`src/icache_pkg.sv`:
```
package icache_pkg;

   // Address layout of the cache
   localparam int ADDR_W    = 32;
   localparam int LINE_LOG2 = 5;
   localparam int SETS_LOG2 = 6;
   localparam int WORD_LOG2 = 3;

   localparam int TAG_W = ADDR_W - SETS_LOG2 - LINE_LOG2;

   // Windows per line, which is also the burst length
   localparam int BEAT_W = LINE_LOG2 - WORD_LOG2;
   localparam int BEATS  = 1 << BEAT_W;

   localparam int FETCH_W    = 8 << WORD_LOG2;
   localparam int PAYLOAD_AW = SETS_LOG2 + BEAT_W;

   // Two instructions, one bus beat
   typedef logic [FETCH_W-1:0] fetch_word_t;

   typedef logic [TAG_W-1:0] tag_t;

   // Tag in the upper bits, valid flag in bit 0
   typedef logic [TAG_W:0] tag_entry_t;

   // Same address seen by the tag RAM and by the payload RAM
   typedef union packed {
      struct packed {
         tag_t                 tag;
         logic [SETS_LOG2-1:0] set_idx;
         logic [LINE_LOG2-1:0] offset;
      } lk;
      struct packed {
         tag_t                  tag;
         logic [PAYLOAD_AW-1:0] word;
         logic [WORD_LOG2-1:0]  byte_sel;
      } pl;
   } paddr_u;

   typedef enum logic [2:0] {
      ST_BOOT,
      ST_IDLE,
      ST_REPLACE,
      ST_REFILL,
      ST_INVALIDATE,
      ST_RELOAD
   } ctrl_state_e;

endpackage

```
`src/icache_sel.sv`:
```
`timescale 1ns/1ps

module icache_sel #(
   parameter int N_WAYS = 2
) (
   input  logic                     clk,
   input  logic                     rst_n,
   input  logic [N_WAYS-1:0]        hit,
   input  icache_pkg::fetch_word_t  payload [N_WAYS],
   input  icache_pkg::fetch_word_t  r_data,
   input  logic                     pipe_ce,
   input  logic                     fwd_we,
   output logic                     any_hit,
   output icache_pkg::fetch_word_t  rsp_ins
);

   icache_pkg::fetch_word_t hit_word;

   // AND-OR mux, the hit vector is one-hot
   always_comb
   begin
      hit_word = '0;
      for (int w = 0; w < N_WAYS; w++)
      begin
         if (hit[w])
            hit_word = hit_word | payload[w];
      end
   end

   assign any_hit = |hit;

   // Refill beat overrides the lookup result
   always_ff @(posedge clk)
   begin
      if (fwd_we)
         rsp_ins <= r_data;
      else if (pipe_ce)
         rsp_ins <= hit_word;
   end

   // A line never sits in two ways of one set
   hit_onehot_a: assert property (@(posedge clk) disable iff (!rst_n)
      pipe_ce && any_hit |-> $onehot(hit));

endmodule

```
`config.mk`:
```
export PLATFORM = sky130hd
export DESIGN_NAME = icache_sel
export DESIGN_NICKNAME = d
export VERILOG_FILES = /design/src/icache_pkg.sv /design/src/icache_sel.sv
export SDC_FILE = /design/constraint.sdc
export NUM_CORES = 1
export LEC_CHECK = 0
export ABC_CLOCK_PERIOD_IN_PS = 7300
export BUFFER_PORTS_ARGS = -buffer_cell sky130_fd_sc_hd__buf_2
export CAP_MARGIN = 30
export CORE_AREA = 2 2 101 103
export CTS_BUF_LIST = sky130_fd_sc_hd__clkbuf_4
export DETAILED_ROUTE_END_ITERATION = 12
export DIE_AREA = 0 0 103 105
export PLACE_DENSITY = 0.75
export REMOVE_ABC_BUFFERS = 1
export SLEW_MARGIN = 10
export SYNTH_ARGS = -nofsm -noshare
export SYNTH_HDL_FRONTEND = slang
export SYNTH_SLANG_ARGS = --single-unit
```
`constraint.sdc`:
```
create_clock -name clk -period 7.3 [get_ports clk]
set_input_delay 1.095 -clock clk [delete_from_list [all_inputs] [get_ports clk]]
set_output_delay 1.095 -clock clk [all_outputs]
set_load 0.1 [all_outputs]
```
======== Word level (Yosys, flattened, before mapping) ========
Cells that the tools add are included.
cells by class
  muxes and demuxes ....................... 4
  bitwise gates (word level) .............. 1
  reduce and logical (&&, ||, !) cells .... 2
operators with widths
  kind                number
  $mux W64            4
  $or A64 B64 Y64     1
  $reduce_bool A2 Y1  1
  $reduce_or A2 Y1    1
word-level totals
  output and inout port bits .............. 65
  flip-flop bits (word level) ............. 64
  word-level logic and storage cells ...... 8
  bits of input ports ..................... 198

======== Logic depth before layout (Yosys ltp) ========
  depth after elaboration ................. 5
  gate-level depth with buffers ........... 4
  gate-level depth less buffers ........... 2

======== Least setup slack after synthesis ========
No wires, ideal clock.
  path kind ............................... input to output
  start ................................... in hit[1]
  end ..................................... out any_hit
  path buffers ............................ 2
  slack ................................... 4.086 ns
  stages on the path ...................... 3
  data required time ...................... 6.205 ns
  data arrival time ....................... 2.119 ns
  path through ............................ buf_4 buf_6 or2_1
on the way
  word-level cells in the longest chain between the ends .. 1
RTL lines
  item              RTL line          source
  from (decl)       icache_sel.sv:8   input logic [N_WAYS-1:0] hit,
  $reduce_or A2 Y1  icache_sel.sv:30  assign any_hit = |hit;
  to (decl)         icache_sel.sv:13  output logic any_hit,
No other way between the ends.

======== Worst setup path after layout ========
  start ................................... in hit[0]
  end ..................................... out any_hit
Same word-level chain as after synthesis.

==> flow_results.org <==
** Layout
- Number of flip-flops in the largest register :: 64
- Antenna diodes :: 0
- Number of nets in the final layout :: 732
- FILL cells :: 918
- Relative to the synthesized area, the layout overhead comes to 37.7%.
- Top Registers :: rsp_ins (64)
- Cells fill 52.6% of the core in the end.
- Share of final-layout standard cells stronger than drive strength 1 :: 70.1%
- Top reg by flops :: rsp_ins
- Registers take 0.00192 mm².
- Multi-input gate area :: 0.00149 mm²

** Floorplanning
- Total I/O pin count :: 263
- Overall die width :: 103 µm
- Cell row count :: 36
- Measured along the y axis, the die boundary spans 105 µm.
- Starting density of the core :: 38.2%
- In this run the standard cell core region covers 0.00964 mm².
- The die covers 0.0108 mm².

** Clock network
- Total setup buffers inserted after CTS :: 0
- In this run the clock root is driven by a clkbuf_4.
- TritonCTS built the clock tree.
- Hold Buf Count CTS :: 0
- In this run, CTS created clock tree buffers numbering 9.
- The clock tree synthesis step divided the H-tree into 3 levels.
- In this run, post-CTS repair resized a total of 0 instances.
- CTS saw 64 sinks.
- The clock passes through at most 2 buffers.
- Clock slew at reported path FFs :: 0.12 ns

** Logic synthesis
- Number of flip-flops and latches in the synthesized netlist :: 64
- For this run, the number of Yosys warnings is 0.
- Synthesized instance count :: 286
- Cell Area, Synth :: 0.00368 mm²
- The average instance in the mapped netlist occupies 12.9 µm².
- Synth Flop Type :: edfxtp_1
- By area the synthesized netlist is led by edfxtp_1, a22oi_2, o21ai_2.
- Distinct cell type count after synthesis :: 12
- Portion of synthesized cell area occupied by the leading cell type :: 52.2%
- Async set-or-reset flop fraction in the synthesized netlist :: 0%
- Of all cell types, the one taking the most synthesized area is edfxtp_1.
- Number of flops mapped to enable cells by yosys :: 64
- Sorting the synthesized cells by how often they occur yields edfxtp_1, nand2_1, a22oi_2.
- For this run, the register share of the synthesized area comes to 52.2%.

** GRT
- Vias in the first global route :: 3214
- Summed over all layers, the global routing overflow is 0.
- The initial antenna violation count is 0.
- Global-route wire length before repair :: 14.9 mm
- Gr usage total :: 17.9%
- Maximum number of pins on one net before global-route repair :: 68

** Flow run
- The tool flagged a number of max-cap violations equal to 0.

** Power and ir drop
- Overall power consumption after layout is estimated at 1.25 mW.
- Dividing total power by cell area gives a power density of 246 mW/mm².
- For this design the static power due to leakage is 2.27 nW.
- Across the VDD grid, the largest voltage drop is 0.000128 V.

** Placed design
- In this run the tool buffered the top-level ports with 261 buffer cells.
- Placer Congestion :: 0.782
- Placed wire-length estimate :: 7.55 mm

** Drt
- Post-detailed-route count of antenna-violating nets :: 0
- The first detailed-routing pass ran for 4 iterations.
- Vias post-DR :: 3302
- Drt via density :: 4.91
- For this run, design rule violations remaining after detail routing come to 0.
- After detailed routing, the average wire length per cell comes to 14.9 µm.
- Wires add up to 10.0 mm.
- DR iter-0 viols :: 90

** Critical path
- Data arrives at the worst endpoint at 2.52 ns.
- Data on the critical path is required at its endpoint by 6.20 ns.
- CP endpoint kind :: output pin
- The worst setup path is of the input pin to output pin kind.
- Sort of element at the start of the critical path :: input pin
- Maximum fanout along the worst path :: 65

** Timing
- Share of the clock period used by the worst path after layout :: 49.5%
- Hold Violations, Final :: 0
- Worst rel slew slack :: 36.5%
- Final sum of negative setup slack :: 0 ns
- RSZ-0062 raised after global routing :: false
- Count of final setup violators :: 0
- Maximum achievable frequency :: 0.277 GHz
- Max-slew violation count :: 0
- Tmin final :: 3.61 ns
- Tightest hold margin :: 0.963 ns
- At the pin with the least slew margin, the transition time is 0.952 ns.

** Min path
- Worst hold path type :: input pin to flip-flop

** Run status
- The run finished with clean final reports.
==> layout by cell type, fill, tap and decap left out <==
| master | count |
|---|---|
| clkbuf_4 | 9 |
| or2_1 | 1 |
| clkinvlp_4 | 2 |
| nand2_1 | 64 |
| a22oi_1 | 14 |
| o21ai_1 | 15 |
| bufinv_16 | 2 |
| or2_2 | 1 |
| a22oi_2 | 50 |
| buf_2 | 259 |
| buf_4 | 6 |
| edfxtp_1 | 64 |
| o21ai_2 | 49 |
| clkinv_1 | 3 |
==> logic make-up after synthesis <==
logic type             Yosys count  share of synthesized area (%)
AOI/OAI and AO/OA              128                           33.5
buffers and inverters           28                           7.41
DFF                             64                           52.2
and+or+nand+nor                 66                           6.86
==> final timing paths <==
| path | startpoint | endpoint | slack [ns] | cells after the start |
|---|---|---|---|---|
| max | hit[0] | any_hit | 3.69 | 4 |
| min | r_data[59] | rsp_ins[59] | 0.96 | 3 |
==> layout make-up <==
cell class / count / share of cell area (%)
Sequential cell: 64 / 37.9
Clock inverter: 7 / 1.70
Tap cell: 133 / 3.28
Multi-Input combinational cell: 194 / 29.3
Clock buffer: 9 / 1.33
Timing Repair Buffer: 265 / 26.4
==> per-layer routing <==
metal | share of wire (%) | up-vias | track usage (%)
li1 | - | 1610 | -
met1 | 37 | 1516 | 19.6
met2 | 53 | 160 | 32.8
met3 | 7.6 | 16 | 4.41
met4 | 1.7 | 0 | 6.20
met5 | 0 | - | 0
==> metrics by stage <==
stage	worst slack (ns)	cells	instance area, µm²
floorplan	4.35	258	3410
global placement	3.75	656	4920
detailed placement	3.70	656	4920
CTS	3.69	672	5070
global route	3.61	672	5070
finish	3.69	672	5070
==> critical path, cell delays in order <==
cell and delay [ns]:
buf_2 0.07, buf_4 0.71, or2_1 0.19, buf_2 0.42
==> report_power, final <==
group | internal, mW | total (mW) | switching, mW
Combinational | 0.104 | 0.518 | 0.414
Clock | 0.136 | 0.266 | 0.131
Sequential | 0.454 | 0.464 | 0.0102
(Power assumes the default switching activity.)
