`src/icache_pkg.sv`:
```
package icache_pkg;

   // Address layout of the cache
   localparam int ADDR_W    = 32;
   localparam int LINE_LOG2 = 5;
   localparam int SETS_LOG2 = 6;
   localparam int WORD_LOG2 = 3;

   localparam int TAG_W = ADDR_W - SETS_LOG2 - LINE_LOG2;

   // Windows per line, which is also the burst length
   localparam int BEAT_W = LINE_LOG2 - WORD_LOG2;
   localparam int BEATS  = 1 << BEAT_W;

   localparam int FETCH_W    = 8 << WORD_LOG2;
   localparam int PAYLOAD_AW = SETS_LOG2 + BEAT_W;

   // Two instructions, one bus beat
   typedef logic [FETCH_W-1:0] fetch_word_t;

   typedef logic [TAG_W-1:0] tag_t;

   // Tag in the upper bits, valid flag in bit 0
   typedef logic [TAG_W:0] tag_entry_t;

   // Same address seen by the tag RAM and by the payload RAM
   typedef union packed {
      struct packed {
         tag_t                 tag;
         logic [SETS_LOG2-1:0] set_idx;
         logic [LINE_LOG2-1:0] offset;
      } lk;
      struct packed {
         tag_t                  tag;
         logic [PAYLOAD_AW-1:0] word;
         logic [WORD_LOG2-1:0]  byte_sel;
      } pl;
   } paddr_u;

   typedef enum logic [2:0] {
      ST_BOOT,
      ST_IDLE,
      ST_REPLACE,
      ST_REFILL,
      ST_INVALIDATE,
      ST_RELOAD
   } ctrl_state_e;

endpackage

```
`src/way_port_if.sv`:
```
`timescale 1ns/1ps

// RAM ports shared by every way; only the write enables are per way
interface way_port_if #(
   parameter int N_WAYS = 2
);

   logic                                   rd_en;
   logic [icache_pkg::SETS_LOG2-1:0]       set_idx;
   logic [icache_pkg::PAYLOAD_AW-1:0]      word_addr;
   logic [N_WAYS-1:0]                      tag_we;
   icache_pkg::tag_entry_t                 tag_wdata;
   logic [N_WAYS-1:0]                      data_we;
   icache_pkg::fetch_word_t                data_wdata;
   // Tag of the request in stage 2
   icache_pkg::tag_t                       lookup_tag;

   modport ctrl (
      output rd_en,
      output set_idx,
      output word_addr,
      output tag_we,
      output tag_wdata,
      output data_we,
      output data_wdata,
      output lookup_tag
   );

   modport way (
      input rd_en,
      input set_idx,
      input word_addr,
      input tag_we,
      input tag_wdata,
      input data_we,
      input data_wdata,
      input lookup_tag
   );

endinterface

```
`src/icache_ctrl.sv`:
```
`timescale 1ns/1ps

module icache_ctrl #(
   parameter int N_WAYS = 2
) (
   input  logic                              clk,
   input  logic                              rst_n,
   input  logic                              req_valid,
   output logic                              req_ready,
   input  icache_pkg::paddr_u                req_addr,
   input  logic                              inv_valid,
   input  icache_pkg::paddr_u                inv_addr,
   input  logic                              any_hit,
   output logic                              pipe_ce,
   output logic                              fwd_we,
   output logic                              rsp_valid,
   way_port_if.ctrl                          ways,
   output logic                              ar_valid,
   output logic [icache_pkg::ADDR_W-1:0]     ar_addr,
   input  logic                              ar_ready,
   input  logic                              r_valid,
   input  icache_pkg::fetch_word_t           r_data,
   input  logic                              r_last,
   output logic                              r_ready
);

   localparam int WAY_W = (N_WAYS > 1) ? $clog2(N_WAYS) : 1;

   icache_pkg::ctrl_state_e            state;
   icache_pkg::ctrl_state_e            state_nxt;
   logic [icache_pkg::SETS_LOG2-1:0]   boot_cnt;
   logic [icache_pkg::BEAT_W-1:0]      beat_cnt;
   logic [WAY_W-1:0]                   victim;
   logic                               s1_valid;
   logic                               s2_valid;
   icache_pkg::paddr_u                 s1_addr;
   icache_pkg::paddr_u                 s2_addr;
   logic [icache_pkg::SETS_LOG2-1:0]   inv_set;
   logic                               miss;
   logic                               req_fire;
   logic                               inv_fire;
   logic                               r_fire;
   logic                               reload;

   // Stage 2 missed and everything holds until the line is in
   assign miss      = s2_valid & ~any_hit;
   assign req_ready = (state == icache_pkg::ST_IDLE) & ~miss;
   assign pipe_ce   = req_ready;
   // Invalidate wins over fetch
   assign inv_fire  = inv_valid & req_ready;
   assign req_fire  = req_valid & req_ready & ~inv_valid;
   assign reload    = (state == icache_pkg::ST_RELOAD);

   assign r_ready = (state == icache_pkg::ST_REFILL);
   assign r_fire  = r_valid & r_ready;
   assign fwd_we  = r_fire & (beat_cnt == s2_addr.pl.word[icache_pkg::BEAT_W-1:0]);

   always_comb
   begin
      state_nxt = state;
      case (state)
         icache_pkg::ST_BOOT:
            if (boot_cnt == '1)
               state_nxt = icache_pkg::ST_IDLE;
         icache_pkg::ST_IDLE:
            if (miss)
               state_nxt = icache_pkg::ST_REPLACE;
            else if (inv_valid)
               state_nxt = icache_pkg::ST_INVALIDATE;
         icache_pkg::ST_REPLACE:
            state_nxt = icache_pkg::ST_REFILL;
         icache_pkg::ST_REFILL:
            if (r_fire & r_last)
               state_nxt = icache_pkg::ST_RELOAD;
         default:
            state_nxt = icache_pkg::ST_IDLE;
      endcase
   end

   always_ff @(posedge clk)
   begin
      if (!rst_n)
      begin
         state     <= icache_pkg::ST_BOOT;
         boot_cnt  <= '0;
         beat_cnt  <= '0;
         victim    <= '0;
         s1_valid  <= 1'b0;
         s2_valid  <= 1'b0;
         rsp_valid <= 1'b0;
         ar_valid  <= 1'b0;
      end
      else
      begin
         state     <= state_nxt;
         rsp_valid <= (pipe_ce & s2_valid) | reload;
         if (state == icache_pkg::ST_BOOT)
            boot_cnt <= boot_cnt + 1'b1;
         if (r_fire)
            beat_cnt <= beat_cnt + 1'b1;
         // Round robin that freezes while a line is being replaced
         if (state != icache_pkg::ST_REPLACE && state != icache_pkg::ST_REFILL)
            victim <= victim + 1'b1;
         if (pipe_ce | reload)
         begin
            s1_valid <= req_fire;
            s2_valid <= s1_valid;
         end
         if (state == icache_pkg::ST_REPLACE)
            ar_valid <= 1'b1;
         else if (ar_ready)
            ar_valid <= 1'b0;
      end
   end

   always_ff @(posedge clk)
   begin
      if (req_fire)
         s1_addr <= req_addr;
      if (pipe_ce | reload)
         s2_addr <= s1_addr;
      if (inv_fire)
         inv_set <= inv_addr.lk.set_idx;
      if (state == icache_pkg::ST_REPLACE)
         ar_addr <= {s2_addr.lk.tag, s2_addr.lk.set_idx, {icache_pkg::LINE_LOG2{1'b0}}};
   end

   // RAM addressing by state
   always_comb
   begin
      case (state)
         icache_pkg::ST_BOOT:
            ways.set_idx = boot_cnt;
         icache_pkg::ST_INVALIDATE:
            ways.set_idx = inv_set;
         icache_pkg::ST_REPLACE, icache_pkg::ST_REFILL:
            ways.set_idx = s2_addr.lk.set_idx;
         default:
            ways.set_idx = s1_addr.lk.set_idx;
      endcase
      if (state == icache_pkg::ST_REFILL)
         ways.word_addr = {s2_addr.lk.set_idx, beat_cnt};
      else
         ways.word_addr = s1_addr.pl.word;
   end

   always_comb
   begin
      for (int w = 0; w < N_WAYS; w++)
      begin
         ways.tag_we[w]  = (state == icache_pkg::ST_BOOT) |
                           (state == icache_pkg::ST_INVALIDATE) |
                           ((state == icache_pkg::ST_REPLACE) & (victim == WAY_W'(w)));
         ways.data_we[w] = r_fire & (victim == WAY_W'(w));
      end
   end

   // Boot and invalidate write an empty entry
   assign ways.tag_wdata  = (state == icache_pkg::ST_REPLACE) ?
                            {s2_addr.lk.tag, 1'b1} : '0;
   assign ways.rd_en      = pipe_ce | reload;
   assign ways.data_wdata = r_data;
   assign ways.lookup_tag = s2_addr.lk.tag;

   ar_hold_a: assert property (@(posedge clk) disable iff (!rst_n)
      ar_valid && !ar_ready |=> ar_valid && $stable(ar_addr));

   // Read data only arrives after the address handshake
   r_after_ar_a: assert property (@(posedge clk) disable iff (!rst_n)
      r_fire |-> !ar_valid);

   burst_len_a: assert property (@(posedge clk) disable iff (!rst_n)
      r_fire && r_last |-> beat_cnt == icache_pkg::BEAT_W'(icache_pkg::BEATS - 1));

endmodule

```
`src/flat_wrapper.sv`:
```
// flat-port wrapper written by rule: the top's interface ports become plain ports
module icache_ctrl_flat 
#(
   parameter int N_WAYS = 2
)
  (clk, rst_n, req_valid, req_ready, req_addr, inv_valid, inv_addr, any_hit, pipe_ce, fwd_we, rsp_valid, ar_valid, ar_addr, ar_ready, r_valid, r_data, r_last, r_ready, ways_rd_en, ways_set_idx, ways_word_addr, ways_tag_we, ways_tag_wdata, ways_data_we, ways_data_wdata, ways_lookup_tag);
  way_port_if #(.N_WAYS(N_WAYS)) ways_i ();
  input  logic clk;
  input  logic rst_n;
  input  logic req_valid;
  output logic req_ready;
  input  icache_pkg::paddr_u req_addr;
  input  logic inv_valid;
  input  icache_pkg::paddr_u inv_addr;
  input  logic any_hit;
  output logic pipe_ce;
  output logic fwd_we;
  output logic rsp_valid;
  output logic ar_valid;
  output logic [icache_pkg::ADDR_W-1:0] ar_addr;
  input  logic ar_ready;
  input  logic r_valid;
  input  icache_pkg::fetch_word_t r_data;
  input  logic r_last;
  output logic r_ready;
  output wire logic [$bits(ways_i.rd_en)-1:0] ways_rd_en;
  output wire logic [$bits(ways_i.set_idx)-1:0] ways_set_idx;
  output wire logic [$bits(ways_i.word_addr)-1:0] ways_word_addr;
  output wire logic [$bits(ways_i.tag_we)-1:0] ways_tag_we;
  output wire logic [$bits(ways_i.tag_wdata)-1:0] ways_tag_wdata;
  output wire logic [$bits(ways_i.data_we)-1:0] ways_data_we;
  output wire logic [$bits(ways_i.data_wdata)-1:0] ways_data_wdata;
  output wire logic [$bits(ways_i.lookup_tag)-1:0] ways_lookup_tag;
  assign ways_rd_en = ways_i.rd_en;
  assign ways_set_idx = ways_i.set_idx;
  assign ways_word_addr = ways_i.word_addr;
  assign ways_tag_we = ways_i.tag_we;
  assign ways_tag_wdata = ways_i.tag_wdata;
  assign ways_data_we = ways_i.data_we;
  assign ways_data_wdata = ways_i.data_wdata;
  assign ways_lookup_tag = ways_i.lookup_tag;
  icache_ctrl #(.N_WAYS(N_WAYS)) u_core (.clk(clk), .rst_n(rst_n), .req_valid(req_valid), .req_ready(req_ready), .req_addr(req_addr), .inv_valid(inv_valid), .inv_addr(inv_addr), .any_hit(any_hit), .pipe_ce(pipe_ce), .fwd_we(fwd_we), .rsp_valid(rsp_valid), .ways(ways_i), .ar_valid(ar_valid), .ar_addr(ar_addr), .ar_ready(ar_ready), .r_valid(r_valid), .r_data(r_data), .r_last(r_last), .r_ready(r_ready));
endmodule
```
`config.mk`:
```
export PLATFORM = sky130hd
export DESIGN_NAME = icache_ctrl_flat
export DESIGN_NICKNAME = d
export VERILOG_FILES = /design/src/icache_pkg.sv /design/src/way_port_if.sv /design/src/icache_ctrl.sv /design/src/flat_wrapper.sv
export SDC_FILE = /design/constraint.sdc
export NUM_CORES = 1
export LEC_CHECK = 0
export BUFFER_PORTS_ARGS = -buffer_cell sky130_fd_sc_hd__buf_2
export CORE_ASPECT_RATIO = 0.75
export CORE_MARGIN = 10
export CORE_UTILIZATION = 43
export DETAILED_ROUTE_END_ITERATION = 8
export PLACE_DENSITY = 0.84
export SETUP_SLACK_MARGIN = 0.02
export SYNTH_ARGS = -nofsm -noshare
export SYNTH_HDL_FRONTEND = slang
export SYNTH_SLANG_ARGS = --single-unit
```
`constraint.sdc`:
```
create_clock -name clk -period 3.45 [get_ports clk]
set_input_delay 0.8625 -clock clk [delete_from_list [all_inputs] [get_ports clk]]
set_output_delay 0.8625 -clock clk [all_outputs]
set_load 0.05 [all_outputs]
```
* After elaboration in Yosys (flattened, before gate mapping)
Cells that the tools add are included.
** Storage, ports and cells
- Flip-flop bits (word level) :: 113
- Word-level logic and storage cells :: 64
** Operators by class
- $add $sub $neg :: 3
- Equality and inequality tests :: 12
- Mux-type cells :: 10
- Bitwise logic cells :: 22
- Reductions and logical operators :: 5
** Operators with widths (number)
- two-way mux 22 bit :: 1
- case mux 6 bit (3 select lines) :: 1
- bitwise AND 1 bit :: 13
- two-way mux 3 bit :: 4
- case mux 3 bit (4 select lines) :: 1
- != test 3 x 2 -> 1 bit (second input constant) :: 3
- two-way mux 8 bit :: 1
- adder 6 x 1 -> 6 bit (second input constant) :: 1
- equality test 3 x 2 -> 1 bit (second input constant) :: 2
- equality test 3 bit (second input constant) :: 2
- equality test 6 bit (second input constant) :: 1
- bitwise OR 1 bit :: 5
- inverter 1 bit :: 4
- equality test 3 x 1 -> 1 bit (second input constant) :: 1
- logical NOT 3 bit :: 1
- AND reduction 3 bit :: 1
- adder 2 x 1 -> 2 bit (second input constant) :: 1
- equality test 2 bit :: 1
- two-way mux 1 bit :: 2
- != test 2 x 1 -> 1 bit (second input constant) :: 1
- != test 2 bit (second input constant) :: 1
- nonzero test 2 bit :: 1
- OR reduction 2 bit :: 1
- adder 1 bit (second input constant) :: 1
- logical AND 1 bit :: 1

* Longest topological paths before layout
Gate-level depths: netlist of the first run.
- Depth in word-level cells :: 6
- Mapped depth :: 5
- Gate-level depth less buffers :: 4

* Least setup slack after synthesis of the first run
OpenSTA, ideal clock, no wires.
- Kind :: input port to output port
- From :: in any_hit
- To :: out ways_rd_en
- Data arrival time :: 2.759 ns
- Data required time :: 2.588 ns
- Path slack :: -0.172 ns
- Stages :: 2
- Cell sequence :: nor3b_1 -> nor2_1
** On the way
- Cells in the longest elaborated chain, start to end :: 5
** RTL lines
- start: declaration :: line flat_wrapper.sv:15 : input logic any_hit;
- inverter 1 bit :: line icache_ctrl.sv:46 : assign miss = s2_valid & ~any_hit;
- bitwise AND 1 bit :: line icache_ctrl.sv:46
- inverter 1 bit :: line icache_ctrl.sv:47 : assign req_ready = (state == icache_pkg::ST_IDLE) & ~miss;
- bitwise AND 1 bit :: line icache_ctrl.sv:47
- bitwise OR 1 bit :: line icache_ctrl.sv:161 : assign ways.rd_en = pipe_ce | reload;
- end: declaration :: line flat_wrapper.sv:26 : output wire logic [$bits(ways_i.rd_en)-1:0] ways_rd_en;
Every way passes these cells.

* Final worst setup path of the first run
- From :: reg u_core.state[0]
- To :: out fwd_we
** On the way
- Cells in the longest elaborated chain, start to end :: 3
** RTL lines
- start: declaration :: line icache_ctrl.sv:29 : icache_pkg::ctrl_state_e state;
- start signal: assignment :: line icache_ctrl.sv:84 : state <= icache_pkg::ST_BOOT;
- start signal: assignment :: line icache_ctrl.sv:95 : state <= state_nxt;
- equality test 3 x 2 -> 1 bit :: line icache_ctrl.sv:54 : assign r_ready = (state == icache_pkg::ST_REFILL);
- bitwise AND 1 bit :: line icache_ctrl.sv:55 : assign r_fire = r_valid & r_ready;
- bitwise AND 1 bit :: line icache_ctrl.sv:56 : assign fwd_we = r_fire & (beat_cnt == s2_addr.pl.word[icache_pkg::BEAT_W-1:0]);
- end: declaration :: line flat_wrapper.sv:17 : output logic fwd_we;
Every way passes these cells.

==> results.cfg, run 1 <==
[global_route]
first_global_vias = 3037
antenna_found_initial = 1
grt_first_pass_wirelength_mm = 16.37
residual_overflow_from_global_routing = 0
global_route.usage.total_pct = 13.21
grt_max_degree = 39

[place]
dp_hpwl_mm = 7.853
port_buffers = 137
detailedPlace.worstSlack_ns = 0.4614
gp_congestion = 0.7976

[worst_hold_path]
worst_hold_path_type = flip-flop to flip-flop
number_of_cells_on_the_worst_hold_path = 0

[final_layout]
area_of_all_sequential_standard_cells_um2 = 3054
num-nets-final = 554
mostFrequentLayoutCells = 137 x sky130_fd_sc_hd__buf_2, 91 x sky130_fd_sc_hd__edfxtp_1, 29 x sky130_fd_sc_hd__nand2_1
antenna-diode-count = 0
fillerInstances = 982
syn_to_final_growth_pct = 9.979
multi_input_area_um2 = 952.2
most_common_library_cell_in_the_layout_ignoring_fill_and_taps = sky130_fd_sc_hd__buf_2
post_route_cells_drive_above_1_share_pct = 41.00
post-route-util_pct = 48.00

[yosys]
synthDistinctLibCells = 38
async_reset_ff_share_pct = 0
netlist_area_um2 = 4740
yosys.area.top_type = sky130_fd_sc_hd__edfxtp_1
ys_top_cells_by_area = sky130_fd_sc_hd__edfxtp_1 58%, sky130_fd_sc_hd__buf_4 14%, sky130_fd_sc_hd__dfxtp_1 6.8%
post_synth_inst_count = 362
number_of_enable_flip_flop_cells_after_synthesis = 91
area_fraction_of_the_dominant_cell_type_after_synthesis_pct = 57.66
synth_simple_gate_area_share_pct = 10.53
seq_area_frac_synth_pct = 64.41
synth-compound-area-share_pct = 3.194
muxShareOfSynthArea_pct = 4.329
synthXorXnorAreaFrac_pct = 1.109
synth.yosys.warnings = 0
synth-seq-cells = 107
synthAdderAreaFrac_pct = 0.2640
synth-main-ff-cell = sky130_fd_sc_hd__edfxtp_1
combinational_family_with_the_most_area_after_synthesis = buffers and inverters
syn-mean-instance-area_um2 = 13.09

[cts]
cts_num_sinks = 107
clock_latency_ns = 0.34
cts.root.buffer_cell = sky130_fd_sc_hd__clkbuf_16
clock_path_buffers = 2
cts_tree = built
postCtsHoldBufs = 0
tritoncts.num_buffers = 9
clk_pin_slew_ns = 0.07
cts.htree.levels = 3

[power]
p_int_uw = 1907
clock_power_share_pct = 38.7
netSwitchingPower_uw = 483.3
p_total_uw = 2391
switching_share_pct = 20.22
leakage_uw = 0.002077
power.sequential.fraction_pct = 58.5
combinationalPowerShare_pct = 2.9
powerDensity_nw_per_um2 = 458.6
worst_ir_drop_vdd_uv = 337.4

[timing]
slew_violations = 0
slew_headroom_pct = 42.85
max_freq_ghz = 0.3250
hold_slack_final_ns = 0.4200
final_critical_path_setup_slack_ns = 0.3730
setup_violators_final = 0
timing_worst_slew_pin_value_ns = 0.8560
final_hold_viol_count = 0
clock-skew-final_ns = 0.01158
timing.final.crit_period_ns = 3.077
setup_total_negative_slack_ns = 0
grt_setup_unrepaired = no
finalCritPeriodShare_pct = 89.19

[die]
design.portCount = 300
area_of_the_core_um2 = 10860
overall_die_area_um2 = 15670
initial_utilization_pct = 43.65
die-height_um = 110.9
die_width_um = 141.2
rows = 33

[worst_setup_path]
reg2reg_setup_slack_ns = 0.94
worst_r2r_path_depth = 4
critPathRequiredTime_ns = 2.59
crit_path_end = fwd_we
critPathLaunch = u_core.state[0]
worstPathMaxFanout = 26
startpoint_type = flip-flop
critical_path_class = flip-flop to primary output
regToRegEndpoint = u_core.s1_addr[17]
timing.rr.start = u_core.state[0]
end_kind = primary output
worst_ep_arrival_time_ns = 2.21

[flow_run]
cap_violations = 0

[route]
first_pass_iters = 4
route.detailed.wl_per_inst_um = 18.87
detailroute.via_count = 2764
totalWireLength_mm = 10.61
drc_errors = 0
antenna_violating_nets_post_route = 0
drtIter0Drc = 157
drt-vias-per-instance = 4.918

[outcome]
status = finished, final reports clean
==> timing repair <==
action,4_1_cts,5_1_grt
hold endpoints to repair,0,0
resized for setup,0,1
setup buffers,0,0
setup endpoints to repair,0,7
==> worst min-delay path by stage <==
| stage | from | end | slack [ns] |
|---|---|---|---|
| 3_5_place_dp | u_core.s1_addr[31] | u_core.s2_addr[31] | 0.40 |
| 4_1_cts | u_core.s1_addr[20] | u_core.s2_addr[20] | 0.42 |
| 3_3_place_gp | u_core.s1_addr[13] | u_core.s2_addr[13] | 0.40 |
| 5_1_grt | u_core.s1_addr[14] | u_core.s2_addr[14] | 0.43 |
| 6_report | u_core.s1_addr[16] | u_core.s2_addr[16] | 0.42 |
| 2_1_floorplan | u_core.s1_addr[11] | u_core.s2_addr[11] | 0.40 |
==> cells by family after synthesis <==
group | after synthesis
compound gates | 27
xor+xnor | 6
fa+ha+maj | 1
buf+inv | 108
flops | 107
mux | 19
other cells | 1
simple gates | 93
==> metal layers <==
layer / track usage (%) / share of wire [%] / vias to the layer above
met5: 0 / 0 / -
met4: 4.670 / 1.7 / 0
met3: 7.962 / 11 / 27
met2: 19.96 / 46 / 162
met1: 15.04 / 42 / 1305
li1: - / - / 1270
==> registers in the layout, summed over array words and instances, names as in the netlist <==
| signal | cells |
|---|---|
| u_core.s1_addr | 29 |
| u_core.s2_addr | 29 |
| u_core.ar_addr | 27 |
| u_core.boot_cnt | 6 |
| u_core.inv_set | 6 |
| u_core.state | 3 |
| u_core.beat_cnt | 2 |
| u_core.ar_valid | 1 |
| u_core.rsp_valid | 1 |
| u_core.s1_valid | 1 |
| u_core.s2_valid | 1 |
| u_core.victim | 1 |
==> layout make-up <==
| class | count | share of cell area [%] |
|---|---|---|
| inverter | 5 | 0.3601 |
| multi-input combinational | 151 | 18.27 |
| tap | 140 | 3.361 |
| clock buffer | 10 | 4.393 |
| timing repair buffer | 143 | 14.26 |
| sequential | 107 | 58.59 |
| clock inverter | 6 | 0.7681 |
==> critical path: stages, from the launching register on <==
cell	delay, ns
sky130_fd_sc_hd__dfxtp_1	0.88
sky130_fd_sc_hd__nand4b_1	0.43
sky130_fd_sc_hd__nor3_1	0.27
sky130_fd_sc_hd__buf_2	0.29
==> cell usage after synthesis (2+ instances only) <==
cell	instances
sky130_fd_sc_hd__nand3_1	4
sky130_fd_sc_hd__or3_1	4
sky130_fd_sc_hd__nand2_1	29
sky130_fd_sc_hd__nor4_1	2
sky130_fd_sc_hd__nor2_1	10
sky130_fd_sc_hd__nand2b_1	5
sky130_fd_sc_hd__o21ai_0	12
sky130_fd_sc_hd__mux2_2	12
sky130_fd_sc_hd__xor2_1	3
sky130_fd_sc_hd__and3_1	3
sky130_fd_sc_hd__nor3b_1	2
sky130_fd_sc_hd__buf_6	2
sky130_fd_sc_hd__nor3_1	2
sky130_fd_sc_hd__nor4b_1	2
sky130_fd_sc_hd__dfxtp_1	16
sky130_fd_sc_hd__buf_4	91
sky130_fd_sc_hd__xnor2_1	3
sky130_fd_sc_hd__edfxtp_1	91
sky130_fd_sc_hd__mux2i_1	7
sky130_fd_sc_hd__inv_1	4
sky130_fd_sc_hd__a21oi_1	10
sky130_fd_sc_hd__and2_1	24
sky130_fd_sc_hd__clkbuf_1	9
==> through the flow <==
stage | cell area (µm²) | cells
2_1_floorplan | 4758 | 366
3_5_place_dp | 4942 | 546
4_1_cts | 5211 | 562
5_1_grt | 5213 | 562
3_3_place_gp | 4942 | 546
6_report | 5213 | 562
==> power by group through the flow <==
stage	clock, µW	combinational [µW]	sequential [µW]
floorplan	0	242	1420
CTS	956	68.7	1400
detailed placement	0	68.1	1430
global route	1020	75.5	1400
finish	925	68.4	1400
global placement	0	65.6	1430
Note: power is estimated with default switching activity, not from simulation.
==> inputs of run 2 (changes only) <==
CORE_UTILIZATION = 44   (was 43)
CTS_BUF_LIST = sky130_fd_sc_hd__clkbuf_8   (was not set)
PLACE_DENSITY = 0.85   (was 0.84)
clock period = 3.35 ns   (was 3.45 ns; I/O delays follow)
==> run 2 against run 1 <==
Net effect:
- core utilization up 1.6 points
- clock power decreased by 15%
- total power is 4.0% lower
- clock skew is 0.0015 ns lower
- global-route usage fell by 0.22 points
- worst setup slack improved by 0.023 ns
- register-to-register slack better by 0.35 ns
- cell area shrank 0.89%
- routed wire length shrank 2.2%
- critical path type unchanged
- critical endpoint is now ways_set_idx[1]
==> results.cfg, run 2 (synthesized netlist as in run 1, its figures left out) <==
[timing]
max_freq_ghz = 0.3385
timing_worst_slew_pin_value_ns = 0.5621
grt_setup_unrepaired = no
final_critical_path_setup_slack_ns = 0.3959
setup_violators_final = 0
slew_headroom_pct = 62.44
timing.final.crit_period_ns = 2.954
final_hold_viol_count = 0
finalCritPeriodShare_pct = 88.18
slew_violations = 0
clock-skew-final_ns = 0.01009
setup_total_negative_slack_ns = 0

[worst_setup_path]
end_kind = primary output
critical_path.most_common_cell = sky130_fd_sc_hd__mux2_2
worst_ep_arrival_time_ns = 2.12
timing.critical_path.max_delay_family = multiplexers
critical_path.cell_chain = buf_4 > mux2_2 > mux2_2 > buf_2
critPathRequiredTime_ns = 2.51
path_depth = 4
worst_path_max_delay_cell = sky130_fd_sc_hd__dfxtp_1
critical_path_class = flip-flop to primary output
startpoint_type = flip-flop
max_stage_delay_ns = 0.58
worstPathMaxFanout = 15
cp.buffers_inverters = 2
worst_r2r_path_depth = 5

[route]
drc_errors = 0
drtIter0Drc = 144
detailroute.via_count = 2760
antenna_violating_nets_post_route = 0
drt-vias-per-instance = 4.929
totalWireLength_mm = 10.38
first_pass_iters = 4
route.detailed.wl_per_inst_um = 18.53

[final_layout]
most_common_library_cell_in_the_layout_ignoring_fill_and_taps = sky130_fd_sc_hd__buf_2
post_route_cells_drive_above_1_share_pct = 41.27
layout.cell_area.non_filler_um2 = 5166
num-nets-final = 556
syn_to_final_growth_pct = 9.002
largestRegisters = u_core.s1_addr (29), u_core.s2_addr (29), u_core.ar_addr (27)
mostFrequentLayoutCells = 137 x sky130_fd_sc_hd__buf_2, 91 x sky130_fd_sc_hd__edfxtp_1, 29 x sky130_fd_sc_hd__nand2_1
antenna-diode-count = 0

[die]
initial_utilization_pct = 45.53
overall_die_area_um2 = 15370
die_width_um = 139.8
area_of_the_core_um2 = 10410
design.portCount = 300
die-height_um = 109.9
rows = 32

[global_route]
global_route.usage.total_pct = 12.98
grt_use_met2_pct = 20.63
first_global_vias = 2913
gr-max-usage-layer = met2
met3_use_gr_pct = 7.669
grt.met1_usage_pct = 14.51
antenna_found_initial = 0
residual_overflow_from_global_routing = 0
grt_max_degree = 30
grt_first_pass_wirelength_mm = 15.69

[cts]
cts.root.buffer_cell = sky130_fd_sc_hd__clkbuf_8
clk_pin_slew_ns = 0.10
cts_resized = 0
cts.htree.levels = 3
clock_latency_ns = 0.36
clock_path_buffers = 2
tritoncts.num_buffers = 9
postCtsHoldBufs = 0
cts_tree = built
cts_num_sinks = 107
postCtsSetupRepairBufs = 0

[power]
p_total_uw = 2295
leakage_uw = 0.002069
powerDensity_nw_per_um2 = 444.3
worst_ir_drop_vdd_uv = 314.0

[outcome]
status = finished, final reports clean

[worst_hold_path]
number_of_cells_on_the_worst_hold_path = 0
worst_hold_path_type = flip-flop to flip-flop

[place]
port_buffers = 137
detailedPlace.worstSlack_ns = 0.6804
gp_congestion = 0.8180
dp_hpwl_mm = 7.831
placement.cell_area_um2 = 4965

[flow_run]
cap_violations = 0
==> run 2: cell types whose count changed in the layout (fill, tap and decap cells not counted), sizes merged <==
cell / previous run / this run
clkbuf: 10 / 9
bufinv: 0 / 1
clkinvlp: 3 / 0
buf: 143 / 145
clkinv: 3 / 6
==> run 2: area by class of cell <==
class	instances	area (µm²)
tap	136	170.2
clock buffer	9	123.9
clock inverter	7	77.57
inverter	5	18.77
fill	932	5244
multi-input combinational	151	952.2
sequential	107	3053
timing repair buffer	145	770.7
==> run 2: worst paths after layout <==
check | startpoint | end | slack, ns
worst max-delay path | u_core.state[2] | ways_set_idx[1] | 0.40
worst min-delay path | u_core.s1_addr[12] | u_core.s2_addr[12] | 0.43
worst max register to register | u_core.state[1] | u_core.s1_addr[6] | 1.29
worst min register to register | u_core.s1_addr[12] | u_core.s2_addr[12] | 0.43
==> run 2: layer usage <==
layer	routed length, µm	part of all wire, %	up-vias
met5	0	0	-
met2	4924	47	139
met4	137	1.3	0
met3	1117	11	25
met1	4195	40	1320
li1	-	-	1276
==> run 2: where the power goes <==
part	internal, µW	total, µW	switching, µW
clock	351	787	436
sequential	1430	1440	5.17
combinational	28.0	70.5	42.5
==> run 2: per-stage QoR <==
| step | utilization (%) | cells | hold WS (ns) |
|---|---|---|---|
| after detailed placement | 47.69 | 544 | 0.4054 |
| after CTS | 49.63 | 560 | 0.4284 |
| final | 49.63 | 560 | 0.4252 |
| after global placement | 47.69 | 544 | 0.4004 |
| after global routing | 49.63 | 560 | 0.4322 |
| after floorplan | - | 366 | 0.4003 |
==> inputs of run 3 (changes only) <==
CORE_UTILIZATION = 48   (was 44)
PLACE_DENSITY = 0.92   (was 0.85)
clock period = 3.7 ns   (was 3.35 ns; I/O delays follow)
==> run 3 against run 2 <==
Net effect:
- worst setup slack worse by 0.0068 ns
- first-iteration DRC count increased by 74%
- die area is 7.0% lower
==> results.cfg, run 3 (synthesized netlist as in run 1, its figures left out) <==
[route]
antenna_violating_nets_post_route = 0
drt-vias-per-instance = 4.888
first_pass_iters = 4
drc_errors = 0
drtIter0Drc = 251
detailroute.via_count = 2703
totalWireLength_mm = 10.42
route.detailed.wl_per_inst_um = 18.84

[cts]
cts.htree.levels = 3
tritoncts.num_buffers = 9
cts_tree = built
cts.root.buffer_cell = sky130_fd_sc_hd__clkbuf_8
clock_path_buffers = 2
clock_latency_ns = 0.36
postCtsHoldBufs = 0
cts_num_sinks = 107
clk_pin_slew_ns = 0.10
cts_resized = 0
postCtsSetupRepairBufs = 0

[global_route]
first_global_vias = 2940
antenna_found_initial = 0
residual_overflow_from_global_routing = 0
grt_max_degree = 34
global_route.usage.total_pct = 14.43
grt_first_pass_wirelength_mm = 16.14

[timing]
max_freq_ghz = 0.3020
grt_setup_unrepaired = no
setup_total_negative_slack_ns = 0
timing_worst_slew_pin_value_ns = 0.8761
finalCritPeriodShare_pct = 89.48
slew_headroom_pct = 41.51
clock-skew-final_ns = 0.009683
setup_violators_final = 0
final_hold_viol_count = 0
slew_violations = 0
final_critical_path_setup_slack_ns = 0.3891
timing.final.crit_period_ns = 3.311

[die]
area_of_the_core_um2 = 9658
overall_die_area_um2 = 14290
die-height_um = 106.1
initial_utilization_pct = 49.07
design.portCount = 300
die_width_um = 134.7
rows = 31

[power]
p_total_uw = 2008
leakage_uw = 0.002030
powerDensity_nw_per_um2 = 394.1
worst_ir_drop_vdd_uv = 257.0

[worst_setup_path]
end_kind = primary output
critical_path.cell_chain = buf_4 > mux2i_1 > o21ai_0 > mux2_2 > buf_2
path_depth = 5
startpoint_type = flip-flop
worstPathMaxFanout = 21
worst_r2r_path_depth = 4
critical_path_class = flip-flop to primary output
timing.rr.start = u_core.state[0]
regToRegEndpoint = u_core.s1_addr[31]
max_stage_delay_ns = 0.87
critPathRequiredTime_ns = 2.77
worst_path_max_delay_cell = sky130_fd_sc_hd__dfxtp_1
cp.buffers_inverters = 2
worst_ep_arrival_time_ns = 2.39
reg2reg_setup_slack_ns = 1.13
timing.critical_path.max_delay_family = flip-flops

[final_layout]
mostFrequentLayoutCells = 137 x sky130_fd_sc_hd__buf_2, 91 x sky130_fd_sc_hd__edfxtp_1, 29 x sky130_fd_sc_hd__nand2_1
num-nets-final = 554
fillerInstances = 804
multi_input_area_um2 = 952.2
syn_to_final_growth_pct = 7.497
layoutNonFillerInstCount = 553
most_common_library_cell_in_the_layout_ignoring_fill_and_taps = sky130_fd_sc_hd__buf_2
post_route_cells_drive_above_1_share_pct = 41.09
area_of_all_sequential_standard_cells_um2 = 3053
antenna-diode-count = 0
largestRegisters = u_core.s1_addr (29), u_core.s2_addr (29), u_core.ar_addr (27)

[place]
number_of_placed_cells_counting_well_taps = 538
port_buffers = 137
gp_congestion = 0.7491
detailedPlace.worstSlack_ns = 0.7844
dp_hpwl_mm = 7.807

[worst_hold_path]
number_of_cells_on_the_worst_hold_path = 0
worst_hold_path_type = flip-flop to flip-flop
hp-start = u_core.s1_addr[31]
min_delay_worst_endpoint = u_core.s2_addr[31]

[flow_run]
cap_violations = 0

[outcome]
status = finished, final reports clean
-- run 3: cell count changes in the layout (fill, tap and decap cells not counted) --
cell,before,now
sky130_fd_sc_hd__clkinvlp_4,0,3
sky130_fd_sc_hd__buf_12,2,0
sky130_fd_sc_hd__clkinv_4,4,2
sky130_fd_sc_hd__bufinv_16,1,0
sky130_fd_sc_hd__clkinv_1,2,1
sky130_fd_sc_hd__inv_6,1,0
sky130_fd_sc_hd__inv_8,0,1
-- run 3: cell type report --
class	instances	area share (%)
Tap cell	132	3.242
Inverter	5	0.3684
Clock buffer	9	2.431
Multi-Input combinational cell	151	18.69
Timing Repair Buffer	143	14.34
Clock inverter	6	1.007
Sequential cell	107	59.92
-- run 3: through the flow --
| stage | util (%) | hold slack (ns) | instance area, µm² |
|---|---|---|---|
| after floorplan | - | 0.4003 | 4757 |
| after global placement | 50.94 | 0.4007 | 4920 |
| after detailed placement | 50.94 | 0.4045 | 4920 |
| after CTS | 52.75 | 0.4272 | 5095 |
| after global routing | 52.75 | 0.4324 | 5095 |
| final | 52.75 | 0.4275 | 5095 |
-- run 3: power by group --
group          internal, µW  leakage, µW  switching [µW]  total [µW]
Sequential             1300     0.000947            4.97        1300
Clock                   248    0.0000794             394         642
Combinational          25.4      0.00100            38.8        64.2
Total                  1570      0.00203             438        2010
-- run 3: worst max-delay path by stage --
stage,start,end,slack (ns)
after detailed placement,u_core.state[1],ways_tag_wdata[7],0.78
final,u_core.state[2],ways_set_idx[1],0.39
after floorplan,u_core.state[2],ways_tag_wdata[13],0.13
after global placement,u_core.state[1],ways_tag_wdata[14],0.84
after CTS,u_core.state[1],ways_tag_wdata[7],0.36
after global routing,u_core.state[1],ways_tag_wdata[19],0.20
-- run 3: worst register-to-register path, stage by stage, from the launching register on --
cell and delay [ns]:
sky130_fd_sc_hd__dfxtp_1 0.91, sky130_fd_sc_hd__nor4b_1 0.36, sky130_fd_sc_hd__nand3_1 0.17, sky130_fd_sc_hd__inv_1 0.46
sky130_fd_sc_hd__buf_4 0.37
-- run 3: per-layer routing --
metal / wire length (µm) / global-route usage [%] / part of all wire (%) / up-vias
met5: 0 / 0 / 0 / -
met4: 138 / 4.961 / 1.3 / 0
met3: 1154 / 8.137 / 11 / 27
met2: 4797 / 21.99 / 46 / 143
met1: 4327 / 16.80 / 42 / 1259
li1: - / - / - / 1274
